**src/memPkg.sv**
```systemverilog
// Widths, MSR address and bit positions, operation enum and pipeline structs
`default_nettype none

package memPkg;

   ////////////////////////////////////////////////////////////
   // Widths
   ////////////////////////////////////////////////////////////

   // KS10 word, bit 0 is the most significant
   localparam int wordWidth    = 36;

   // Physical address on the bus
   localparam int addrWidth    = 20;

   // On-chip array index
   localparam int memAddrWidth = 10;

   // Array size in words, addresses at or above this are NXM
   localparam int memWords     = 1 << memAddrWidth;

   ////////////////////////////////////////////////////////////
   // Memory Status Register
   ////////////////////////////////////////////////////////////

   // The only IO address this slice answers
   localparam logic [addrWidth-1:0] msrAddr = 20'o100000;

   // Bit positions in the 0..35 word numbering
   // Parity error, read and write
   localparam int msrPeBit = 3;

   // ECC enable, reads back the inverse of ED
   localparam int msrEeBit = 4;

   // Power fail, set at reset and cleared by writing 0
   localparam int msrPfBit = 12;

   // ECC disable, write only
   localparam int msrEdBit = 35;

   ////////////////////////////////////////////////////////////
   // Operations and pipeline records
   ////////////////////////////////////////////////////////////

   // Decoded bus cycle
   typedef enum logic [2:0]
   {
      opNone,
      opMemRead,
      opMemWrite,
      opStatRead,
      opStatWrite
   } memOp_t;

   // Processor side request, req is a one cycle strobe
   typedef struct packed
   {
      logic                 req;
      logic                 write;
      logic                 io;
      logic [addrWidth-1:0] addr;
      logic [0:wordWidth-1] data;
   } busReq_t;

   // Stage 1 result carried into stages 2 and 3
   typedef struct packed
   {
      memOp_t                  op;
      logic                    nxm;
      logic [memAddrWidth-1:0] addr;
      logic [0:wordWidth-1]    data;
   } memStage_t;

   // Response back to the processor, ack is a one cycle pulse
   typedef struct packed
   {
      logic                 ack;
      logic                 nxm;
      logic [0:wordWidth-1] data;
   } busResp_t;

endpackage

`default_nettype wire
```
**src/memStatReg.sv**
```systemverilog
// Stage 2 Memory Status Register with PE, PF and EE bits and the assembled status word
`default_nettype none

module memStatReg import memPkg::*;
(
   input  logic                 clk,
   input  logic                 rst,
   input  memStage_t            stage1,
   output logic [0:wordWidth-1] regStat
);

   ////////////////////////////////////////////////////////////
   // Status bits
   ////////////////////////////////////////////////////////////

   // Parity error, plain read and write
   logic statPe;

   // Power fail, comes up set
   logic statPf;

   // ECC enable, inverse of the last ED written
   logic statEe;

   logic msrWrite;

   always_comb
   begin
      msrWrite = (stage1.op == opStatWrite);
   end

   always_ff @(posedge clk)
   begin
      if (rst)
      begin
         statPe <= 1'b0;
         statPf <= 1'b1;
         statEe <= 1'b1;
      end
      else if (msrWrite)
      begin
         statPe <= stage1.data[msrPeBit];
         // A written 1 never sets PF again
         statPf <= statPf & stage1.data[msrPfBit];
         statEe <= ~stage1.data[msrEdBit];
      end
   end

   ////////////////////////////////////////////////////////////
   // Read word
   ////////////////////////////////////////////////////////////

   // EH, UE, RE, ECP, ERA and FCB are not built, they read 0
   always_comb
   begin
      regStat           = '0;
      regStat[msrPeBit] = statPe;
      regStat[msrEeBit] = statEe;
      regStat[msrPfBit] = statPf;
   end

endmodule

`default_nettype wire

```
**config.mk**
```make
export PLATFORM = sky130hd
export DESIGN_NAME = memStatReg
export DESIGN_NICKNAME = d
export VERILOG_FILES = /design/src/memPkg.sv /design/src/memStatReg.sv
export SDC_FILE = /design/constraint.sdc
export NUM_CORES = 1
export LEC_CHECK = 0
export ABC_CLOCK_PERIOD_IN_PS = 900
export BUFFER_PORTS_ARGS = -buffer_cell sky130_fd_sc_hd__buf_4
export CORE_UTILIZATION = 23
export CTS_CLUSTER_DIAMETER = 40
export DETAILED_ROUTE_END_ITERATION = 8
export PLACE_DENSITY_LB_ADDON = 0.08
export SYNTH_ARGS = -nofsm -noshare
export SYNTH_HDL_FRONTEND = slang
export SYNTH_SLANG_ARGS = --single-unit
```
**constraint.sdc**
```tcl
create_clock -name clk -period 0.9 [get_ports clk]
set_clock_uncertainty 0.1 [all_clocks]
set_input_delay 0.225 -clock clk [delete_from_list [all_inputs] [get_ports clk]]
set_output_delay 0.225 -clock clk [all_outputs]
set_load 0.03 [all_outputs]
```
# After elaboration in Yosys (flattened, before gate mapping)
# Cells that the tools add are included.
word_totals:
  reg_bits: 3
  latchBits: 0
  mem_bits_rw: 0
  rom_bits: 0
  in_bits: 52
  out_inout_bits: 36
  word_cells: 6
  memories: 0
op_classes:
  n_addsub: 0
  mul: 0
  div: 0
  n_lt_le_gt_ge: 0
  n_eq_ne: 1
  n_shift: 0
  muxes: 0
  bitwise: 2
  reduce_logical: 0
op_table:
  columns: ["op", "n"]
  rows:
  - ["3-bit equality test, second input constant", 1]
  - ["1-bit AND", 1]
  - ["1-bit NOT", 1]

# Logic depth before layout (Yosys ltp)
depth:
  word_depth: 1
  ltp_mapped: 2
  depth_no_buf: 2

# Worst setup path before layout
# OpenSTA, ideal clock, no wires.
synth_path:
  path_type: "input -> register"
  start: "in stage1[48] (netlist name)"
  end: "reg statEe"
  setup_time_ns: 0.072
  arrival_ns: 0.634
  required_time_ns: 0.728
  path_slack_ns: 0.094
  stages: 2
  path_buffers: 0
  path_cell_list: "nor3b_4 mux2i_1"
synth_between:
  elab_chain_len: 1
synth_rtl:
  columns: ["element", "line", "rtl"]
  rows:
  - ["start: declaration", "memStatReg.sv:8", "input memStage_t stage1,"]
  - ["3-bit equality test", "memStatReg.sv:29", "msrWrite = (stage1.op == opStatWrite);"]
  - ["end signal: assignment", "memStatReg.sv:45", "statEe <= ~stage1.data[msrEdBit];"]
  - ["end: declaration", "memStatReg.sv:23", "logic statEe;"]
# No other way between the ends.
# A chain may end at the register's enable or synchronous reset.

# Final worst setup path
layout_path:
  start: "reg statPe"
  end: "out regStat[3] (netlist name)"
layout_rtl:
  columns: ["element", "line", "rtl"]
  rows:
  - ["start: declaration", "memStatReg.sv:17", "logic statPe;"]
  - ["start signal: assignment", "memStatReg.sv:42", "statPe <= stage1.data[msrPeBit];"]
  - ["end: declaration", "memStatReg.sv:9", "output logic [0:wordWidth-1] regStat"]
# No word-level cell between the ends.

==> reports/metrics.yaml <==
grt_pass1_vias: 159
tritoncts: "yes"
critPathMaxStageDelay_ps: 330
syn_to_final_growth_pct: -3.37
register_area_um2: 63.8
clkSinkCount: 3
dieArea_um2: 1950
wl_per_cell_um: 6.03
start_kind: "flop"
arrival_ps: 680
insertion_delay_ps: 230
netlist_area_um2: 408
power_density_nw_per_um2: 1590
avgSynthCellArea_um2: 8.16
path_max_fanout: 2
crit_path_top_delay_cell: "dfxtp_2"
ctsHtreeMaxLevel: 1
holdWs_ps: 160
grt_pass1_wl_um: 621
p_leak_uw: 0.000220
drc: 5
num_antenna_cells: 0
cts_made_buffers: 3
globalplace.congestion: 0.647
rsz0062_at_grt: "yes"
drt_iter0_markers: 11
vdd_ir_drop_max_v: 0.000348
fillCellCount: 181
die_h_um: 44.1
core_area_um2: 1580
ys_ff_latch: 3
ios: 88
overflow: 0
multi_input_area_um2: 198
yosys-top-cells-area: "buf_4 (66%), dfxtp_1 (15%), mux2i_1 (4.9%)"
layout_min_cycle_time_ps: 1010
placed_cell_area_um2: 353
clk_pin_slew_ps: 40
endpoint_kind: "output port"
cts_buffer_depth: 2
vias_per_cell: 2.97
antenna_found_initial: 0
drt-total-wl_um: 458
final_nets: 113
drv_slew: 0
cp_num_buf_inv: 1
drive_gt1_frac: 0.283
yosys_warnings: 0
io_buffer_count: 10
yosys.cell_types.count: 9
fin_area_um2: 394
violations: "DRC, setup timing"
hold_class: "in -> reg"
syn_inst: 50
grt_max_degree: 7
routed-via-count: 226
synth.top_cell.area_share: 0.663
initial_core_util: 0.259
row_count: 14
synth_top_cell_by_area: "buf_4"
crit_type: "reg -> out"
fp.dieW_um: 44.1
setup_ws_ps: -108
crit_family: "flip-flops"
period_share: 1.12
root_buffer: "clkbuf_4"
status: "finished, violations left"
max_cap_violations: 0
max_freq_ghz: 0.992
crit_chain: "buf_6"
cp.required_ps: 570
ys_seq_area_frac: 0.147
first_pass_iters: 8
track_usage: 0.0512
finalSetupViolations: 3
hold_viol: 0
postRouteAntennaNets: 0
==> power by group <==
group | internal [µW] | total, µW | switching (µW) | leakage (µW)
clock | 166 | 237 | 70.6 | 0.0000150
combinational | 38.8 | 245 | 207 | 0.000181
sequential | 140 | 143 | 3.22 | 0.0000240
==> metrics by stage <==
stage	util	std cells	TNS [ps]	setup WS (ps)	total power, µW
after floorplan	-	82	0	94.5	464
after global placement	0.224	72	-269	-115	384
after detailed placement	0.224	72	-261	-111	384
after CTS	0.250	76	-361	-123	636
after global routing	0.250	76	-415	-142	669
final	0.250	76	-318	-108	625
==> metal layers <==
layer | share of wire | track usage | vias up
met1 | 0.28 | 0.0320 | 97
li1 | - | - | 103
met4 | 0 | 0.0364 | 0
met3 | 0.21 | 0.0653 | 0
met2 | 0.51 | 0.0765 | 26
met5 | 0 | 0 | -
==> cells in the mapped netlist (all sizes together) <==
cell    count
nor3b       1
a21oi       1
nand2b      2
nor2        3
dfxtp       3
mux2i       2
nor2b       1
buf        36
conb        1
==> flip-flops by register name, summed over array words and instances, names as in the netlist <==
name and flops:
statEe 1, statPe 1, statPf 1
==> final cells by class <==
class,instances,area share
sequential,3,0.162
tap,16,0.0508
clock buffer,4,0.0667
timing repair buffer,10,0.219
multi-input combinational,43,0.502
==> final timing paths <==
kind,end,startpoint,depth (start not counted),slack [ps]
worst max register to register,statEe,statEe,2,210
worst max-delay path,regStat[3],statPe,1,-110
worst min-delay path,statPf,stage1[23],3,160
worst min register to register,statPe,statPe,2,370
==> cells by family after synthesis <==
group / count (synthesis) / synth area share
compound gates: 1 / 0.0123
mux: 2 / 0.0491
simple gates: 7 / 0.120
flops: 3 / 0.147
buf+inv: 36 / 0.663
other cells: 1 / 0.00919
==> cells in the final DEF (no fill, tap or decap), drive strengths merged <==
master | netlist | layout
clkbuf | 0 | 4
a21oi | 1 | 1
nor3b | 1 | 1
nand2b | 2 | 2
buf | 36 | 10
nor2 | 3 | 3
conb | 1 | 33
dfxtp | 3 | 3
nor2b | 1 | 1
mux2i | 2 | 2
==> what timing repair did <==
action	4_1_cts	5_1_grt
setup buffers	0	0
setup endpoints to repair	3	3
hold buffers	0	0
gates resized for setup	6	0
No activity file was read; power rests on OpenSTA's default activity.
