File: src/memPkg.sv
// Widths, MSR address and bit positions, operation enum and pipeline structs
`default_nettype none

package memPkg;

   ////////////////////////////////////////////////////////////
   // Widths
   ////////////////////////////////////////////////////////////

   // KS10 word, bit 0 is the most significant
   localparam int wordWidth    = 36;

   // Physical address on the bus
   localparam int addrWidth    = 20;

   // On-chip array index
   localparam int memAddrWidth = 10;

   // Array size in words, addresses at or above this are NXM
   localparam int memWords     = 1 << memAddrWidth;

   ////////////////////////////////////////////////////////////
   // Memory Status Register
   ////////////////////////////////////////////////////////////

   // The only IO address this slice answers
   localparam logic [addrWidth-1:0] msrAddr = 20'o100000;

   // Bit positions in the 0..35 word numbering
   // Parity error, read and write
   localparam int msrPeBit = 3;

   // ECC enable, reads back the inverse of ED
   localparam int msrEeBit = 4;

   // Power fail, set at reset and cleared by writing 0
   localparam int msrPfBit = 12;

   // ECC disable, write only
   localparam int msrEdBit = 35;

   ////////////////////////////////////////////////////////////
   // Operations and pipeline records
   ////////////////////////////////////////////////////////////

   // Decoded bus cycle
   typedef enum logic [2:0]
   {
      opNone,
      opMemRead,
      opMemWrite,
      opStatRead,
      opStatWrite
   } memOp_t;

   // Processor side request, req is a one cycle strobe
   typedef struct packed
   {
      logic                 req;
      logic                 write;
      logic                 io;
      logic [addrWidth-1:0] addr;
      logic [0:wordWidth-1] data;
   } busReq_t;

   // Stage 1 result carried into stages 2 and 3
   typedef struct packed
   {
      memOp_t                  op;
      logic                    nxm;
      logic [memAddrWidth-1:0] addr;
      logic [0:wordWidth-1]    data;
   } memStage_t;

   // Response back to the processor, ack is a one cycle pulse
   typedef struct packed
   {
      logic                 ack;
      logic                 nxm;
      logic [0:wordWidth-1] data;
   } busResp_t;

endpackage

`default_nettype wire
File: src/memRespond.sv
// Stage 3 response register for acknowledge, NXM flag and selected read data
`default_nettype none

module memRespond import memPkg::*;
(
   input  logic                 clk,
   input  logic                 rst,
   input  memStage_t            stage2,
   input  logic [0:wordWidth-1] rdData,
   input  logic [0:wordWidth-1] regStat,
   output busResp_t             busResp
);

   ////////////////////////////////////////////////////////////
   // Response selection
   ////////////////////////////////////////////////////////////

   busResp_t nextResp;

   always_comb
   begin
      nextResp.ack  = (stage2.op != opNone);
      nextResp.nxm  = stage2.nxm;
      nextResp.data = '0;
      unique case (stage2.op)
         opMemRead:
         begin
            // NXM reads return zero
            if (!stage2.nxm)
            begin
               nextResp.data = rdData;
            end
         end
         opStatRead:
         begin
            nextResp.data = regStat;
         end
         default:
         begin
            // Writes and idle cycles carry no data
            nextResp.data = '0;
         end
      endcase
   end

   ////////////////////////////////////////////////////////////
   // Output register
   ////////////////////////////////////////////////////////////

   always_ff @(posedge clk)
   begin
      if (rst)
      begin
         busResp <= '0;
      end
      else
      begin
         busResp <= nextResp;
      end
   end

endmodule

`default_nettype wire

File: config.mk
export PLATFORM = sky130hd
export DESIGN_NAME = memRespond
export DESIGN_NICKNAME = d
export VERILOG_FILES = /design/src/memPkg.sv /design/src/memRespond.sv
export SDC_FILE = /design/constraint.sdc
export NUM_CORES = 1
export LEC_CHECK = 0
export ABC_AREA = 1
export BUFFER_PORTS_ARGS = -buffer_cell sky130_fd_sc_hd__buf_2
export CORE_AREA = 2 2 71 73
export DETAILED_ROUTE_END_ITERATION = 8
export DIE_AREA = 0 0 73 75
export PLACE_DENSITY = 0.95
export SYNTH_ARGS = -nofsm -noshare
export SYNTH_HDL_FRONTEND = slang
export SYNTH_SLANG_ARGS = --single-unit
File: constraint.sdc
create_clock -name clk -period 1.92 [get_ports clk]
set_clock_uncertainty 0.05 [all_clocks]
set_input_delay 0.288 -clock clk [delete_from_list [all_inputs] [get_ports clk]]
set_output_delay 0.288 -clock clk [all_outputs]
set_load 0.02 [all_outputs]
# After elaboration in Yosys (flattened, before gate mapping)
# Cells that the tools add are included.
# Widths: inputs -> output; s select.
[word_totals] regBits=38 input_bits=124 wordCells=8
[classes] eq_ne=2 mux=2 reduce_logical=1
[op_table] cell="$pmux 36 s2" n=1
[op_table] cell="$mux 36" n=1
[op_table] cell="$eq 3x1->1 const B" n=1
[op_table] cell="$eq 3x2->1 const B" n=1
[op_table] cell="$reduce_bool 3->1" n=1

# Longest topological paths before layout
# Gate-level depths: netlist (run 1).
[logic_depth] ltp_word=2 depth_mapped=6

# Worst setup path after synthesis (run 1)
# OpenSTA, ideal clock, no wires.
[synth_timing] kind="input-to-reg" startpoint="input stage2[48] (netlist name)" endpoint="register busResp[11] (netlist name)" t_arrival_ns=0.910 slack_ns=0.890 path_stages=5 n_path_buf=2 path_cell_list="buf_6 -> inv_2 -> buf_2 -> nand3_1 -> a21oi_1"
[synth_via] elab_chain_len=2 elab_cells_between_ends=3 classes_between="2 x eq/ne; 1 x mux"
[synth_rtl] element="start, declared" line_no="memRespond.sv:8" text="input memStage_t stage2,"
[synth_rtl] element="$eq 3x2->1 or $eq 3x1->1 (tied branches)" line_no="memRespond.sv:25" text="unique case (stage2.op)"
[synth_rtl] element="$pmux 36 s2 *" line_no="memRespond.sv:25"
[synth_rtl] element="end signal, assigned" line_no="memRespond.sv:58" text="busResp <= nextResp;"
[synth_rtl] element="end, declared" line_no="memRespond.sv:11" text="output busResp_t busResp"
# Every way passes the cells marked *; elsewhere a longest branch is shown, timed or not.
# A chain may end at the register's enable or synchronous reset.

# Final worst setup path (run 1)
[layout_timing] startpoint="input stage2[47] (netlist name)" endpoint="register busResp[2] (netlist name)"
# Same word-level chain as after synthesis.

==> reports/qor.txt, run 1 <==
Worst-Margin Slew -> 0.766 ns
number of slew-limit violations in the final report -> 0
routability cong. -> 0.692
Layout area overhead -> 33.0%
# hold bufs at CTS -> 0
post-synthesis sequential element count -> 38
TritonCTS buffer count -> 5
drc violations -> 0
Max Fclk -> 0.760 GHz
total power -> 1.95 mW
GR Layer Usage met1 -> 0.202
Leak -> 1.28 nW
hold depth -> 3
IO Pins -> 162
total congestion overflow -> 0
full die area -> 0.00548 sq mm
Syn Area/Cell -> 7.57 sq um
Hold Path Origin -> regStat[4]
dpl cells -> 396
DRT iter0 DRCs -> 84
number of synthesis warnings -> 0
Max clock buf depth -> 2
# setup viols final -> 0
Sum Neg Setup Slack -> 0 ns
CTS tree -> done
hpwl dp -> 3.56 mm
critical path launch point type -> input pin
largest area contributor in the netlist -> dfxtp_1
top cells by area, synth -> dfxtp_1 (40%), nand4_1 (12%), a21oi_1 (8.2%)
row count -> 25
Max-cap violations -> 0
PD cells -> 776 mW/mm^2
final hold violations -> 0
root buf cell -> clkbuf_8
number of global-route vias before repair -> 1917
TritonRoute pass-1 iters -> 4
Non-Filler Instances -> 404
share of cells above drive strength 1 -> 0.403
Hold WS -> 0.224 ns
Worst setup EP type -> register
library cells used by synthesis -> 17
placed cell areas -> 0.00237 sq mm
largest net degree at the start of global routing -> 39
Final Cell Area -> 0.00252 sq mm
Worst Path Required -> 2.07 ns
antenna-violating nets left -> 0
ant diodes -> 0
peak supply drop -> 0.422 mV
CTS resizes -> 0
Top reg by flops -> busResp
Vias -> 2163
GRT Total Usage -> 0.193
flip-flop count of the largest register after layout -> 38
RSZ-0062 raised after global routing -> no
syn_nets -> 374
nets -> 473
Tmin final -> 1.32 ns
post-synthesis sequential area ratio -> 0.402
CTS Sinks -> 38
first-pass GRT wire length -> 8.24 mm
die height -> 75 microns
grt met2 use -> 0.358
biggest regs -> busResp (38)
post-synthesis cell count -> 250
WS Path Type -> input pin to register
die width -> 73 microns
Worst Hold Path EP -> busResp[31]
share of the synthesized area in the top cell type -> 0.402
outcome -> completed
initial core utilization -> 0.406
Hold Crit Class -> input pin to register
GRT met3 Usage -> 0.0509
Port Buffers -> 115
Final Cycle Share -> 0.685
synthesized area -> 0.00189 sq mm
FILL cells -> 451
WP data arrival -> 1.47 ns
Clk pin slew, worst setup/hold paths -> 0.08 ns
overall routed net length -> 5.44 mm
Top Usage Layer GRT -> met2
Post-CTS Repair Setup Buffers -> 0
CP max FO -> 36
Avg Vias per Cell -> 5.35
slew margin rel. -> 0.489
Avg WL per Cell -> 13.5 microns
core area -> 0.00466 sq mm
initial antenna violation count -> 0
H-tree lvl count -> 2
-- cells by family (layout without fill, tap and decap cells) --
group	count (synthesis)	after routing	share of synthesized area
DFF	38	38	0.402
and+or+nand+nor	110	110	0.314
AOI/OAI and AO/OA	37	37	0.108
buffers and inverters	65	165	0.175
-- worst max-delay path, cell delays in order --
cell     delay (ns)
buf_2          0.33
inv_6          0.07
nor2_8         0.42
nand3_1        0.14
a21oi_1        0.22
-- metrics by stage --
step / setup WS, ns / util
after CTS: 0.637 / 0.540
final: 0.604 / 0.540
after global routing: 0.558 / 0.540
after global placement: 0.395 / 0.509
after detailed placement: 0.313 / 0.509
after floorplan: 0.890 / -
-- worst max path at each step --
stage                     startpoint           to  slack [ns]  cells after the start
final                     stage2[47]   busResp[2]        0.60                      5
after global routing      stage2[47]   busResp[4]        0.56                      5
after CTS                 stage2[47]   busResp[4]        0.64                      5
after detailed placement  stage2[47]   busResp[2]        0.31                      5
after global placement    stage2[47]   busResp[2]        0.40                      5
after floorplan           stage2[48]  busResp[11]        0.89                      5
-- cell usage in the layout, fill, tap and decap left out, drive strengths merged --
| cell | n |
|---|---|
| nand3 | 36 |
| buf | 117 |
| bufinv | 2 |
| a21oi | 36 |
| dfxtp | 38 |
| inv | 40 |
| nor2 | 38 |
| a31oi | 1 |
| clkbuf | 6 |
| nand4 | 36 |
-- routing by layer --
metal	up-vias	wire, microns
li1	1032	-
met1	994	2200
met2	127	2720
met3	10	449
met4	0	82
met5	-	0
-- Yosys cell counts, drive strengths merged --
library cell,count
nand4,36
inv,40
nor2,38
buf,23
clkbuf,2
dfxtp,38
a21oi,36
nand3,36
a31oi,1
-- where the power goes --
group,internal (mW),switching [mW]
registers,0.809,0.00512
clock network,0.555,0.290
logic,0.109,0.186
-- cell type report --
class	count	area, sq um	share of cell area
Inverter	40	155	0.0617
Clock buffer	6	82.6	0.0328
Tap cell	54	67.6	0.0269
Sequential cell	38	761	0.302
Clock inverter	2	60.1	0.0239
Timing Repair Buffer	117	591	0.235
Multi-Input combinational cell	147	800	0.318
(Power assumes the default switching activity.)
==> run 2, diff against run 1 <==
ABC_AREA = 0   (was 1)
CORE_AREA = 2 2 75 77   (was 2 2 71 73)
DIE_AREA = 0 0 77 79   (was 0 0 73 75)
PLACE_DENSITY = 0.86   (was 0.95)
clock period = 1.2 ns   (was 1.92 ns; I/O delays follow)
==> reports/qor.txt, run 2 <==
Vias -> 1508
hpwl dp -> 2.93 mm
crit path launch -> stage2[49]
synthesized area -> 0.00165 sq mm
syn_nets -> 289
Final Cycle Share -> 0.835
post-synthesis cell count -> 165
Post-CTS Repair Setup Buffers -> 0
# setup viols final -> 0
number of slew-limit violations in the final report -> 0
die height -> 79 microns
WP data arrival -> 1.16 ns
Synth Flop Type -> dfxtp_1
total congestion overflow -> 0
CTS Sinks -> 38
CTS resizes -> 0
Hold Crit Class -> input pin to register
Max Fclk -> 0.998 GHz
Leak -> 1.13 nW
row count -> 27
top cells by area, synth -> dfxtp_1 (46%), or3b_1 (20%), a21oi_2 (16%)
slew margin rel. -> 0.643
Sum Neg Setup Slack -> 0 ns
H-tree lvl count -> 2
antenna-violating nets left -> 0
PD cells -> 1150 mW/mm^2
biggest regs -> busResp (38)
number of synthesis warnings -> 0
FILL cells -> 547
post-synthesis sequential area ratio -> 0.461
hold depth -> 3
overall routed net length -> 3.79 mm
most frequent cell after synthesis -> dfxtp_1
Hold Path Origin -> stage2[49]
peak supply drop -> 0.671 mV
final hold violations -> 0
EDFF count, synth -> 0
number of global-route vias before repair -> 1489
post-synthesis sequential element count -> 38
ant diodes -> 0
RSZ-0062 raised after global routing -> no
IO Pins -> 162
CTS tree -> done
Final Cell Area -> 0.00239 sq mm
die width -> 77 microns
Hold WS -> 0.0776 ns
Max-cap violations -> 0
nets -> 401
root buf cell -> clkbuf_8
largest net degree at the start of global routing -> 38
WS Path Type -> input pin to register
core area -> 0.00534 sq mm
top cells by count, synth -> dfxtp_1 (38), or3b_1 (37), nand2_1 (36)
final worst setup slack -> 0.198 ns
first-pass GRT wire length -> 6.25 mm
DRT iter0 DRCs -> 25
CP max FO -> 18
Avg Vias per Cell -> 4.31
full die area -> 0.00608 sq mm
Worst Path Required -> 1.36 ns
initial core utilization -> 0.309
commonest cells after routing, fill and taps aside -> buf_2 (115), dfxtp_1 (38), nand2_1 (36), or3b_1 (36), a21oi_2 (30)
routability cong. -> 0.655
Max clock buf depth -> 2
placed cell areas -> 0.00228 sq mm
Avg WL per Cell -> 10.8 microns
share of the synthesized area in the top cell type -> 0.461
worst path bufs/invs -> 2
library cells used by synthesis -> 11
TritonRoute pass-1 iters -> 4
Port Buffers -> 115
flip-flop count of the largest register after layout -> 38
outcome -> completed
crit-path leading delay family -> simple AND/OR/NAND/NOR gates
Async SR Flop Fraction -> 0
crit-path max cell delay -> 0.54 ns
largest area contributor in the netlist -> dfxtp_1
critical path launch point type -> input pin
Clk pin slew, worst setup/hold paths -> 0.07 ns
WP depth -> 4
Worst setup EP type -> register
Syn Area/Cell -> 10.0 sq um
Worst-Margin Slew -> 0.535 ns
initial antenna violation count -> 0
GRT Total Usage -> 0.128
share of cells above drive strength 1 -> 0.565
Top reg by flops -> busResp
crit path max-delay cell type -> or3b_2
TritonCTS buffer count -> 5
Tmin final -> 1.00 ns
commonest non-fill, non-tap cell in the layout -> buf_2
# hold bufs at CTS -> 0
drc violations -> 0
worst slack at placement -> -0.0974 ns
Layout area overhead -> 44.7%
crit-path cells -> buf_2, or3b_2, buf_12, a21oi_1
## run 2: cell types whose count changed after synthesis, sizes merged, moves of 10 or more
| cell | delta |
|---|---|
| nand2 | +36 |
| nor2 | -37 |
| nand4 | -36 |
| nand3 | -36 |
| or3b | +37 |
| inv | -40 |
| buf | -10 |
## run 2: per-layer routing
layer,global-route usage,vias to the layer above,part of all wire
li1,-,781,-
met1,0.136,659,0.41
met2,0.242,64,0.52
met3,0.0409,4,0.062
met4,0.0375,0,0.0076
met5,0,-,0
## run 2: final timing paths
kind           to  slack [ns]
max   busResp[34]        0.20
min   busResp[37]        0.08
## run 2: logic make-up (layout without fill, tap and decap cells)
logic type	after synthesis	after routing	synth area share
simple gates	76	76	0.287
flops	38	38	0.461
compound gates	36	36	0.177
buf+inv	15	128	0.0743
## run 2: stage by stage
step | std cells | util | power, mW
2_1_floorplan | 165 | - | 1.56
4_1_cts | 350 | 0.447 | 2.80
3_5_place_dp | 342 | 0.427 | 1.73
6_report | 350 | 0.447 | 2.74
5_1_grt | 350 | 0.447 | 2.89
3_3_place_gp | 342 | 0.427 | 1.72
## run 2: power breakdown
| part | switching [mW] | internal (mW) |
|---|---|---|
| registers | 0.00650 | 1.29 |
| clock network | 0.424 | 0.622 |
| logic | 0.200 | 0.195 |
## run 2: layout make-up
class | count | area, sq um | share of cell area
Sequential cell | 38 | 761 | 0.319
Multi-Input combinational cell | 112 | 767 | 0.321
Clock inverter | 1 | 30.0 | 0.0126
Tap cell | 72 | 90.1 | 0.0377
Timing Repair Buffer | 120 | 663 | 0.278
Clock buffer | 7 | 76.3 | 0.0320
## run 2: worst min-delay path, delay by kind of cell
kind	cells	cell delay, ns
and+or+nand+nor	2	0.11
buffers and inverters	1	0.09
==> run 3, diff against run 2 <==
clock period = 0.9 ns   (was 1.2 ns; I/O delays follow)
==> reports/qor.txt, run 3 (synthesis gave the netlist of run 2 again) <==
outcome -> finished with violations
failing checks -> negative setup slack
final hold violations -> 0
core area -> 0.00534 sq mm
full die area -> 0.00608 sq mm
Max Fclk -> 1.10 GHz
initial antenna violation count -> 0
# setup viols final -> 25
Worst-Margin Slew -> 0.335 ns
GRT Total Usage -> 0.145
root buf cell -> clkbuf_8
commonest non-fill, non-tap cell in the layout -> buf_2
crit-path max cell delay -> 0.32 ns
CP max FO -> 1
crit-path cells -> buf_6
critical path launch point type -> register
antenna-violating nets left -> 0
Max-cap violations -> 0
commonest cells after routing, fill and taps aside -> buf_2 (76), dfxtp_2 (38), buf_6 (38)
Worst setup EP type -> output pin
total congestion overflow -> 0
crit path max-delay cell type -> dfxtp_2
initial core utilization -> 0.309
first-pass GRT wire length -> 6.90 mm
Clk pin slew, worst setup/hold paths -> 0.07 ns
worst slack at placement -> -0.351 ns
Final Cycle Share -> 1.01
Hold Crit Class -> input pin to register
crit-path leading delay family -> flip-flops
Avg Vias per Cell -> 4.43
Seq. cell area -> 808 sq um
Worst Path Required -> 0.71 ns
final worst setup slack -> -0.00723 ns
number of global-route vias before repair -> 1562
RSZ-0062 raised after global routing -> yes
number of slew-limit violations in the final report -> 0
overall routed net length -> 4.29 mm
routability cong. -> 0.689
share of cells above drive strength 1 -> 0.708
TritonCTS buffer count -> 5
drc violations -> 0
hpwl dp -> 2.82 mm
Final Cell Area -> 0.00269 sq mm
flip-flop count of the largest register after layout -> 38
worst path bufs/invs -> 1
row count -> 27
Top reg by flops -> busResp
largest net degree at the start of global routing -> 38
Port Buffers -> 115
nets -> 404
placed cell areas -> 0.00228 sq mm
H-tree lvl count -> 2
slew margin rel. -> 0.776
Max clock buf depth -> 2
WS Path Type -> register to output pin
TritonRoute pass-1 iters -> 3
total power -> 3.53 mW
Sum Neg Setup Slack -> -0.0965 ns
CTS Sinks -> 38
WP data arrival -> 0.72 ns
ant diodes -> 0
Layout area overhead -> 63.2%
Post-Route Utilization -> 0.504
Vias -> 1564
PD cells -> 1310 mW/mm^2
footprint of the multi-input gates -> 769 sq um
Avg WL per Cell -> 12.2 microns
Tmin final -> 0.907 ns
Leak -> 1.19 nW
IO Pins -> 162
biggest regs -> busResp (38)
CTS tree -> done
die height -> 79 microns
DRT iter0 DRCs -> 7
FILL cells -> 513
die width -> 77 microns
peak supply drop -> 0.615 mV
==> run 3: cell count changes in the layout (fill, tap and decap cells not counted), sizes merged <==
cell,previous run,this run
buf,120,122
bufinv,1,0
clkbuf,7,8
clkinv,0,1
==> run 3: worst paths after layout <==
kind,depth (start not counted),startpoint,slack [ns],to
worst max-delay path,1,busResp[5],-0.007,busResp[5]
worst min-delay path,3,regStat[4],0.04,busResp[31]
==> run 3: metal layers <==
| metal | global-route usage | part of all wire |
|---|---|---|
| met3 | 0.0432 | 0.063 |
| met4 | 0.0411 | 0.0075 |
| met5 | 0 | 0 |
| met2 | 0.286 | 0.55 |
| met1 | 0.147 | 0.38 |
==> run 3: final cells by class <==
| type | count | area share |
|---|---|---|
| Timing Repair Buffer | 123 | 0.347 |
| Clock inverter | 1 | 0.00186 |
| Sequential cell | 38 | 0.300 |
| Multi-Input combinational cell | 112 | 0.286 |
| Clock buffer | 7 | 0.0321 |
| Tap cell | 72 | 0.0335 |
==> run 3: timing repair <==
action                     4_1_cts  5_1_grt
setup endpoints to repair       74       41
hold endpoints to repair         0        0
hold buffers                     0        0
resized for setup              115        2
cloned                           1        0
buffers inserted                 0        0
==> run 3: report_power, final <==
part | switching (mW) | total, mW | internal, mW
clock | 0.557 | 1.17 | 0.618
sequential | 0.0203 | 1.75 | 1.73
combinational | 0.278 | 0.601 | 0.323
==> run 3: through the flow <==
step	std cells	hold slack (ns)
global route	353	0.0291
finish	353	0.0393
global placement	344	0.311
CTS	353	0.0318
detailed placement	344	0.323
floorplan	165	0.157
