`config.mk`:
```
export PLATFORM = sky130hd
export DESIGN_NAME = memBusDecode
export DESIGN_NICKNAME = d
export VERILOG_FILES = /design/src/memPkg.sv /design/src/memBusDecode.sv
export SDC_FILE = /design/constraint.sdc
export NUM_CORES = 1
export LEC_CHECK = 0
export BUFFER_PORTS_ARGS = -buffer_cell sky130_fd_sc_hd__buf_2
export CAP_MARGIN = 20
export CORE_MARGIN = 3
export CORE_UTILIZATION = 36
export CTS_BUF_LIST = sky130_fd_sc_hd__clkbuf_2
export CTS_CLUSTER_DIAMETER = 50
export CTS_CLUSTER_SIZE = 25
export DETAILED_ROUTE_END_ITERATION = 16
export PLACE_DENSITY = 0.89
export SKIP_LAST_GASP = 1
export SYNTH_ARGS = -nofsm -noshare
export SYNTH_HDL_FRONTEND = slang
export SYNTH_SLANG_ARGS = --single-unit
```
`constraint.sdc`:
```
create_clock -name clk -period 1 [get_ports clk]
set_input_delay 0.2 -clock clk [delete_from_list [all_inputs] [get_ports clk]]
set_output_delay 0.2 -clock clk [all_outputs]
set_load 0.02 [all_outputs]
```
`src/memPkg.sv`:
```
// Widths, MSR address and bit positions, operation enum and pipeline structs
`default_nettype none

package memPkg;

   ////////////////////////////////////////////////////////////
   // Widths
   ////////////////////////////////////////////////////////////

   // KS10 word, bit 0 is the most significant
   localparam int wordWidth    = 36;

   // Physical address on the bus
   localparam int addrWidth    = 20;

   // On-chip array index
   localparam int memAddrWidth = 10;

   // Array size in words, addresses at or above this are NXM
   localparam int memWords     = 1 << memAddrWidth;

   ////////////////////////////////////////////////////////////
   // Memory Status Register
   ////////////////////////////////////////////////////////////

   // The only IO address this slice answers
   localparam logic [addrWidth-1:0] msrAddr = 20'o100000;

   // Bit positions in the 0..35 word numbering
   // Parity error, read and write
   localparam int msrPeBit = 3;

   // ECC enable, reads back the inverse of ED
   localparam int msrEeBit = 4;

   // Power fail, set at reset and cleared by writing 0
   localparam int msrPfBit = 12;

   // ECC disable, write only
   localparam int msrEdBit = 35;

   ////////////////////////////////////////////////////////////
   // Operations and pipeline records
   ////////////////////////////////////////////////////////////

   // Decoded bus cycle
   typedef enum logic [2:0]
   {
      opNone,
      opMemRead,
      opMemWrite,
      opStatRead,
      opStatWrite
   } memOp_t;

   // Processor side request, req is a one cycle strobe
   typedef struct packed
   {
      logic                 req;
      logic                 write;
      logic                 io;
      logic [addrWidth-1:0] addr;
      logic [0:wordWidth-1] data;
   } busReq_t;

   // Stage 1 result carried into stages 2 and 3
   typedef struct packed
   {
      memOp_t                  op;
      logic                    nxm;
      logic [memAddrWidth-1:0] addr;
      logic [0:wordWidth-1]    data;
   } memStage_t;

   // Response back to the processor, ack is a one cycle pulse
   typedef struct packed
   {
      logic                 ack;
      logic                 nxm;
      logic [0:wordWidth-1] data;
   } busResp_t;

endpackage

`default_nettype wire
```
`src/memBusDecode.sv`:
```
// Stage 1 bus request decoder with NXM detection and registered operation
`default_nettype none

module memBusDecode import memPkg::*;
(
   input  logic      clk,
   input  logic      rst,
   input  busReq_t   busReq,
   output memStage_t stage1
);

   ////////////////////////////////////////////////////////////
   // Request classification
   ////////////////////////////////////////////////////////////

   memOp_t nextOp;
   logic   nextNxm;

   always_comb
   begin
      nextOp  = opNone;
      nextNxm = 1'b0;
      if (busReq.req)
      begin
         if (!busReq.io)
         begin
            // Memory space, size check against the array
            nextOp  = busReq.write ? opMemWrite : opMemRead;
            nextNxm = (busReq.addr >= addrWidth'(memWords));
         end
         else if (busReq.addr == msrAddr)
         begin
            // MSR is the only IO register here
            nextOp = busReq.write ? opStatWrite : opStatRead;
         end
         // Any other IO address stays opNone and gets no ack
      end
   end

   ////////////////////////////////////////////////////////////
   // Stage 1 register
   ////////////////////////////////////////////////////////////

   // Control part, idle after reset
   always_ff @(posedge clk)
   begin
      if (rst)
      begin
         stage1.op  <= opNone;
         stage1.nxm <= 1'b0;
      end
      else
      begin
         stage1.op  <= nextOp;
         stage1.nxm <= nextNxm;
      end
   end

   // Payload part
   // Address is cut down to the array index, NXM already covers the rest
   always_ff @(posedge clk)
   begin
      stage1.addr <= busReq.addr[memAddrWidth-1:0];
      stage1.data <= busReq.data;
   end

endmodule

`default_nettype wire

```
* Word level (Yosys, flattened, before mapping)
Cells that the tools add are included.
** Word-level totals
- Word-level logic and storage cells :: 13
- Bits in registers :: 50
- Bits of input ports :: 61
** Cells by class
- Order comparisons :: 1
- Mux-type cells :: 4
- Bitwise logic cells :: 1
- Equal/unequal tests :: 1
- Reduce and logical (&&, ||, !) cells :: 2
** Operator list (count)
- $eq 20x16->1 const B :: 1
- $ge 20x11->1 const B :: 1
- $mux 3 :: 3
- $reduce_or 3->1 :: 1
- $mux 2 :: 1
- $reduce_or 2->1 :: 1
- $not 1->1 :: 1

* Logic depth before layout (Yosys ltp)
Gate-level depths: netlist of the first run.
- Depth after elaboration :: 3
- Gate-level depth with buffers :: 3

* Worst setup path after synthesis of the first run
Ideal clock, no wire load.
- Path kind :: input to register
- Start :: input busReq[48] in the netlist's numbering
- End :: register stage1[46] in the netlist's numbering
- Stages :: 3
- Setup time :: 115 ps
- Slack :: 102 ps
- Data arrival time :: 784 ps
- Buffers on the path :: 0
- Cells stage by stage :: nor4_2 nand3_2 o21a_1
** Between the ends
- Cells in the longest elaborated chain, start to end :: 1
** Ends and longest elaborated chain
- from (decl) :: RTL line memBusDecode.sv:8 : input busReq_t busReq,
- $ge 20x11->1 :: RTL line memBusDecode.sv:29 : nextNxm = (busReq.addr >= addrWidth'(memWords));
- to (decl) :: RTL line memBusDecode.sv:9 : output memStage_t stage1
No other way between the ends.
A chain may end at the register's enable or synchronous reset.

* Worst setup path in the final report of the first run
- Start :: register stage1[28] in the netlist's numbering
- End :: output stage1[28] in the netlist's numbering
No word-level cell between the ends.

==> out/qor.yml, run 1 <==
power_and_ir_drop:
  peakVddDrop_v: 0.00125
  total_power_mw: 3.70
  power_density_mw_per_mm2: 1400
  p_leak_nw: 1.21
floorplanning:
  initial_utilization_pct: 39.5
  core-area_mm2: 0.00290
  row_count: 19
  die_w_um: 62.4
  die_area_mm2: 0.00390
  die_y_um: 62.4
  pin_count: 111
place:
  place_ws_ns: -0.0732
  portBuffers: 110
  place_inst: 220
  place_congestion: 0.636
  dpl.hpwl_um: 2530
global_route:
  grt_pass1_wl_um: 8740
  grt_usage_pct: 30.5
  grt_max_degree: 17
  grt_pass1_vias: 1372
  grt_antenna_before_repair: 0
  grt_overflow: 0
sta:
  period_minus_slack_ns: 1.16
  clock.fmax_mhz: 861
  fin_tns_setup_ns: -5.81
  post-route-period-util_pct: 116
  worst-slew-pin-transition_ns: 0.360
  rsz0062_at_grt: "yes"
  maxSlewViolCount: 0
  setup_viol: 50
  setup_ws_ns: -0.162
  hold_viol_final: 0
  relSlewSlack_pct: 75.8
finish:
  syn_to_final_growth_pct: 131
  largestRegisters: "stage1: 50 flops"
  nets: 293
  final_cells: 275
  diodes: 0
  layout-drive-gt1-share_pct: 74.2
  largest-register: "stage1"
  largest_reg_flops: 50
logic_synthesis:
  async_flop_share_pct: 0
  ys_seq_elements: 50
  synthXorXnorAreaFrac_pct: 0
  synthesis.area_mm2: 0.00115
  syn_area_per_cell_um2: 16.9
  ys_types: 13
  synth_enable_flop_cells: 0
  synthFlopType: "dfxtp_1"
  synth_top_family_by_area: "simple AND/OR/NAND/NOR gates"
  synth.most_common_cell: "dfxtp_1"
  synthCells: 68
  synth.area.top_cells: "dfxtp_1, nor4b_2, nor4_2"
  synth_top_area_share_pct: 87.3
  synthAdderAreaFrac_pct: 0
  synth-compound-area-share_pct: 1.75
  ys_seq_area_share_pct: 87.3
  muxShareOfSynthArea_pct: 0
  synth_simple_gate_area_share_pct: 10.3
  yosysTopAreaCell: "dfxtp_1"
  synth_warnings: 0
  syn_nets: 129
worst_hold_path:
  holdPathStages: 3
  hp-start: "busReq[56]"
  hold_class: "in2reg"
  min_to: "stage1[46]$_SDFF_PP0_"
critical_path:
  critPathTopFamily: "flip-flops"
  critPathLaunchType: "register"
  cp.required_ns: 0.80
  endpoint_kind: "primary output"
  cp_slowest_stage_delay_ns: 0.41
  cp.arrival_ns: 0.96
  crit_type: "reg2out"
  cp_max_fo: 1
  slowest_stage: "dfxtp_2"
  worstPathCellList: "buf_6"
  crit_buf_inv: 1
routing:
  routed-via-count: 1230
  drt_wl_total_um: 5710
  drcViolationCount: 0
  routedWlPerCell_um: 20.8
  ant_nets: 0
  via_per_inst: 4.47
  drt_iter0_drc: 64
  dr.pass1.iters: 4
cts:
  numCtsBuffers: 5
  postCtsSetupRepairBufs: 0
  clk_path_buf_depth: 2
  cts-root-buf: "clkbuf_2"
  cts.htree.levels: 2
  cts_sinks: 50
  clkTransAtPathRegs_ns: 0.28
  cts_tree: "done"
status:
  status: "finished, violations left"
  violations: "negative setup slack"
run:
  drv_cap: 0
layout make-up:
cell class | instances | area [µm²]
Clock inverter | 3 | 20.0
Clock buffer | 5 | 25.0
Timing Repair Buffer | 157 | 1340
Tap cell | 42 | 52.6
Multi-Input combinational cell | 16 | 143
Sequential cell | 50 | 1060
Fill cell | 107 | 250
Inverter | 2 | 7.51
cell families after synthesis:
group,count (synthesis)
DFF,50
AOI/OAI and AO/OA,3
and+or+nand+nor,13
buffers and inverters,2
power breakdown:
| part | switching, mW | internal (mW) |
|---|---|---|
| clock | 0.654 | 0.174 |
| sequential | 0.0630 | 2.12 |
| combinational | 0.291 | 0.401 |
tightest hold or removal path, cell delays in order:
cell,delay [ns]
buf_2,0.09
nor3b_1,0.06
o21a_1,0.10
cell usage in the layout (no fill, tap or decap), types with 2 or more instances in the layout:
| cell | instances |
|---|---|
| buf_2 | 59 |
| buf_6 | 50 |
| dfxtp_2 | 50 |
| dlygate4sd3_1 | 48 |
| clkbuf_2 | 5 |
| inv_1 | 2 |
| nor4_2 | 2 |
| nor4b_2 | 2 |
| nand4_1 | 2 |
| o22ai_1 | 2 |
metal layers:
metal	vias up	part of all wire, %	track usage [%]
met4	0	1.3	6.89
met1	588	39	34.7
met2	81	51	54.3
met3	9	8.5	11.0
met5	-	0	0
li1	552	-	-
stage by stage:
step           hold WS [ns]  utilization, %  instance area [µm²]
3_5_place_dp          0.304            60.3                 1750
4_1_cts              0.0229            91.4                 2650
3_3_place_gp          0.302            60.3                 1750
2_1_floorplan         0.228               -                 1150
5_1_grt              0.0443            91.4                 2650
6_report             0.0574            91.4                 2650
repair_timing:
action | CTS | global route
cloned | 0 | 0
hold endpoints to repair | 48 | 0
pin swaps | 0 | 2
hold buffers | 48 | 0
resized for setup | 150 | 1
setup endpoints to repair | 50 | 52
how the worst max path moves through the flow:
stage                                  start                     to  slack, ns  depth (start not counted)
after detailed placement          busReq[48]  stage1[46]$_SDFF_PP0_      -0.07                          4
after CTS                 stage1[26]$_DFF_P_             stage1[26]      -0.12                          1
final                     stage1[28]$_DFF_P_             stage1[28]      -0.16                          1
after global routing      stage1[10]$_DFF_P_             stage1[10]      -0.24                          1
after floorplan                   busReq[48]  stage1[46]$_SDFF_PP0_       0.10                          3
after global placement            busReq[48]  stage1[46]$_SDFF_PP0_      -0.03                          4
(Power assumes the default switching activity.)
==> inputs of run 2 (changes only) <==
RECOVER_POWER = 25   (was not set)
SLEW_MARGIN = 5   (was not set)
==> out/qor.yml, run 2 (synthesis results as in run 1) <==
critical_path:
  critPathTopFamily: "flip-flops"
  cp_slowest_stage_delay_ns: 0.41
  critPathLaunchType: "register"
  worstPathCellList: "buf_6"
  crit_type: "reg2out"
  slowest_stage: "dfxtp_2"
  crit_buf_inv: 1
  endpoint_kind: "primary output"
  cp.depth: 1
  cp.required_ns: 0.80
  cp_max_fo: 1
  cp.arrival_ns: 0.96
place:
  dpl.hpwl_um: 2530
  place_inst: 220
  portBuffers: 110
  place_congestion: 0.636
  place_area_mm2: 0.00175
sta:
  clock.fmax_mhz: 861
  fin_tns_setup_ns: -5.82
  setup_viol: 50
  post-route-period-util_pct: 116
  setup_ws_ns: -0.162
  hold_slack_ns: 0.0574
  rsz0062_at_grt: "yes"
  period_minus_slack_ns: 1.16
  worst-slew-pin-transition_ns: 0.360
  relSlewSlack_pct: 75.8
  maxSlewViolCount: 0
  hold_viol_final: 0
cts:
  cts_tree: "done"
  cts-root-buf: "clkbuf_2"
  cts_sinks: 50
  clk_path_buf_depth: 2
  cts.htree.levels: 2
  clkTransAtPathRegs_ns: 0.28
  postCtsSetupRepairBufs: 0
  numCtsBuffers: 5
finish:
  nets: 293
  final_cells: 275
  largestRegisters: "stage1: 50 flops"
  final_util_pct: 91.3
  syn_to_final_growth_pct: 131
  diodes: 0
  largest-register: "stage1"
  nFillCells: 109
  largest_reg_flops: 50
  mostFrequentLayoutCells: "buf_2, buf_6, dfxtp_2"
  layout_commonest_cell: "buf_2"
  layout-drive-gt1-share_pct: 73.4
  stdcell_area_mm2: 0.00265
floorplanning:
  row_count: 19
  die_w_um: 62.4
  die_area_mm2: 0.00390
  die_y_um: 62.4
  core-area_mm2: 0.00290
  pin_count: 111
  initial_utilization_pct: 39.5
worst_hold_path:
  holdPathStages: 3
  hold_class: "in2reg"
  min_to: "stage1[46]$_SDFF_PP0_"
  hp-start: "busReq[56]"
status:
  status: "finished, violations left"
  violations: "negative setup slack"
global_route:
  grt_max_degree: 17
  grt_overflow: 0
  grt_pass1_wl_um: 8740
  grt_usage_pct: 30.5
  grt_antenna_before_repair: 0
  grt_pass1_vias: 1372
routing:
  drt_iter0_drc: 62
  routedWlPerCell_um: 20.8
  via_per_inst: 4.47
  ant_nets: 0
  drcViolationCount: 0
  routed-via-count: 1228
  drt_wl_total_um: 5710
  dr.pass1.iters: 4
power_and_ir_drop:
  power_density_mw_per_mm2: 1400
  peakVddDrop_v: 0.00125
  p_leak_nw: 1.21
run:
  drv_cap: 0
run 2: changes by cell type in the layout (fill, tap and decap cells not counted), sizes merged:
cell | previous run | this run
buf | 109 | 107
clkbuf | 5 | 7
run 2: how the worst max path moves through the flow:
stage	startpoint	end	slack [ns]
floorplan	busReq[48]	stage1[46]$_SDFF_PP0_	0.10
global placement	busReq[48]	stage1[46]$_SDFF_PP0_	-0.03
detailed placement	busReq[48]	stage1[46]$_SDFF_PP0_	-0.07
CTS	stage1[26]$_DFF_P_	stage1[26]	-0.12
global route	stage1[10]$_DFF_P_	stage1[10]	-0.24
finish	stage1[28]$_DFF_P_	stage1[28]	-0.16
run 2: routing by layer:
layer	vias up	part of all wire [%]	GRT usage, %
li1	552	-	-
met2	77	51	54.3
met3	9	8.2	11.0
met4	0	1.3	6.89
met5	-	0	0
met1	590	39	34.7
run 2: power breakdown:
group          switching [mW]  internal, mW
clock network           0.654         0.174
logic                   0.291         0.400
registers              0.0630          2.12
total                    1.01          2.69
run 2: repair_timing:
action                                  CTS  global route
pin swaps                                 0             2
gates resized for setup                 150             1
hold buffers                             48             0
endpoints found under the setup margin   50            52
hold endpoints to repair                 48             0
run 2: layout make-up:
class	count	area, µm²	share of cell area [%]
Sequential cell	50	1060	40.2
Clock buffer	5	25.0	0.945
Inverter	2	7.51	0.284
Timing Repair Buffer	157	1340	50.5
Multi-Input combinational cell	16	143	5.39
Clock inverter	3	20.0	0.756
Tap cell	42	52.6	1.98
run 2: tightest hold or removal path: stages:
cell     delay, ns
buf_2         0.09
nor3b_1       0.06
o21a_1        0.10
run 2: per-stage QoR:
step	setup slack, ns	power, mW
final	-0.162	3.70
after global routing	-0.236	3.83
after CTS	-0.120	3.61
after detailed placement	-0.0732	2.55
after global placement	-0.0256	2.53
after floorplan	0.102	2.32
==> inputs of run 3 (changes only) <==
PLACE_DENSITY = 0.91   (was 0.89)
==> out/qor.yml, run 3 (synthesis results as in run 1) <==
status:
  status: "finished, violations left"
  violations: "negative setup slack"
critical_path:
  critPathLaunchType: "register"
  worstPathCellList: "buf_6"
  cp_max_fo: 1
  endpoint_kind: "primary output"
  crit_end: "stage1[31]"
  critPathTopFamily: "flip-flops"
  cp.required_ns: 0.80
  cp_slowest_stage_delay_ns: 0.42
  crit_type: "reg2out"
  cp.depth: 1
  slowest_stage: "dfxtp_2"
  crit_buf_inv: 1
  cp.arrival_ns: 0.99
  cp-startpoint: "stage1[31]$_DFF_P_"
sta:
  hold_viol_final: 0
  clock.fmax_mhz: 839
  setup_viol: 50
  post-route-period-util_pct: 119
  period_minus_slack_ns: 1.19
  setup_ws_ns: -0.193
  worst-slew-pin-transition_ns: 0.436
  rsz0062_at_grt: "yes"
  maxSlewViolCount: 0
  relSlewSlack_pct: 70.8
cts:
  numCtsBuffers: 5
  clkTransAtPathRegs_ns: 0.27
  cts_tree: "done"
  cts.htree.levels: 2
  clk_path_buf_depth: 2
  cts-root-buf: "clkbuf_2"
  postCtsSetupRepairBufs: 0
  cts_sinks: 50
floorplanning:
  pin_count: 111
  row_count: 19
  initial_utilization_pct: 39.5
  die_y_um: 62.4
  die_w_um: 62.4
  die_area_mm2: 0.00390
  core-area_mm2: 0.00290
routing:
  drcViolationCount: 0
  ant_nets: 0
  drt-met1-wl_um: 2390
  top_layer: "met4"
  drt_wl_total_um: 6320
  met3WireLength_um: 596
  drt_iter0_drc: 83
  wl_met2_um: 3200
  routed-via-count: 1252
  routedWlPerCell_um: 23.0
  via_per_inst: 4.55
  dr.pass1.iters: 4
global_route:
  grt_antenna_before_repair: 0
  grt_usage_pct: 34.3
  grt_overflow: 0
  grt_pass1_vias: 1449
  grt_pass1_wl_um: 9490
  grt_max_degree: 16
finish:
  seq_area_mm2: 0.00106
  largestRegisters: "stage1: 50 flops"
  final_util_pct: 91.9
  nets: 293
  syn_to_final_growth_pct: 133
  diodes: 0
  largest_reg_flops: 50
  multiInputGateArea_um2: 143
  layout_commonest_cell: "buf_2"
  stdcell_area_mm2: 0.00267
  final_cells: 275
  mostFrequentLayoutCells: "buf_2, buf_6, dfxtp_2"
  largest-register: "stage1"
  layout-drive-gt1-share_pct: 72.5
  nFillCells: 116
place:
  place_area_mm2: 0.00175
  dpl.hpwl_um: 2760
  place_congestion: 0.636
  portBuffers: 110
  place_inst: 220
  place_ws_ns: -0.0773
worst_hold_path:
  hold_class: "in2reg"
  holdPathStages: 3
power_and_ir_drop:
  total_power_mw: 3.97
  p_leak_nw: 1.21
  peakVddDrop_v: 0.00130
  power_density_mw_per_mm2: 1490
run:
  drv_cap: 0
run 3: through the flow:
stage          TNS [ns]  hold slack [ns]
2_1_floorplan         0            0.228
3_3_place_gp    -0.0457            0.302
3_5_place_dp     -0.222            0.304
4_1_cts           -6.09           0.0128
5_1_grt          -10.09           0.0154
6_report          -6.86           0.0574
run 3: timing repair:
| action | 4_1_cts | 5_1_grt |
|---|---|---|
| gates cloned | 0 | 0 |
| gates resized for setup | 150 | 1 |
| pin swaps | 0 | 2 |
| hold buffers | 48 | 0 |
| endpoints found under the setup margin | 50 | 52 |
| hold endpoints to repair | 48 | 0 |
run 3: final cells by class:
class                      count  area share, %
multi-input combinational     16           5.35
sequential                    50           39.9
clock inverter                 2           1.41
tap                           42           1.97
clock buffer                   6           1.13
inverter                       2          0.282
timing repair buffer         157           50.0
run 3: power by group:
part	switching [mW]	total, mW	internal (mW)
clock	0.651	1.08	0.432
combinational	0.305	0.704	0.399
sequential	0.0626	2.18	2.12
run 3: layer usage:
metal	vias to the layer above	global-route usage, %
met5	-	0
met4	0	10.7
met3	12	14.4
met2	93	59.5
met1	595	37.8
li1	552	-
run 3: worst min-delay path by stage:
stage | to | from | slack [ns]
global route | stage1[46]$_SDFF_PP0_ | busReq[56] | 0.02
detailed placement | stage1[24]$_DFF_P_ | busReq[24] | 0.30
global placement | stage1[19]$_DFF_P_ | busReq[19] | 0.30
CTS | stage1[46]$_SDFF_PP0_ | rst | 0.01
finish | stage1[46]$_SDFF_PP0_ | busReq[56] | 0.06
floorplan | stage1[0]$_DFF_P_ | busReq[0] | 0.23
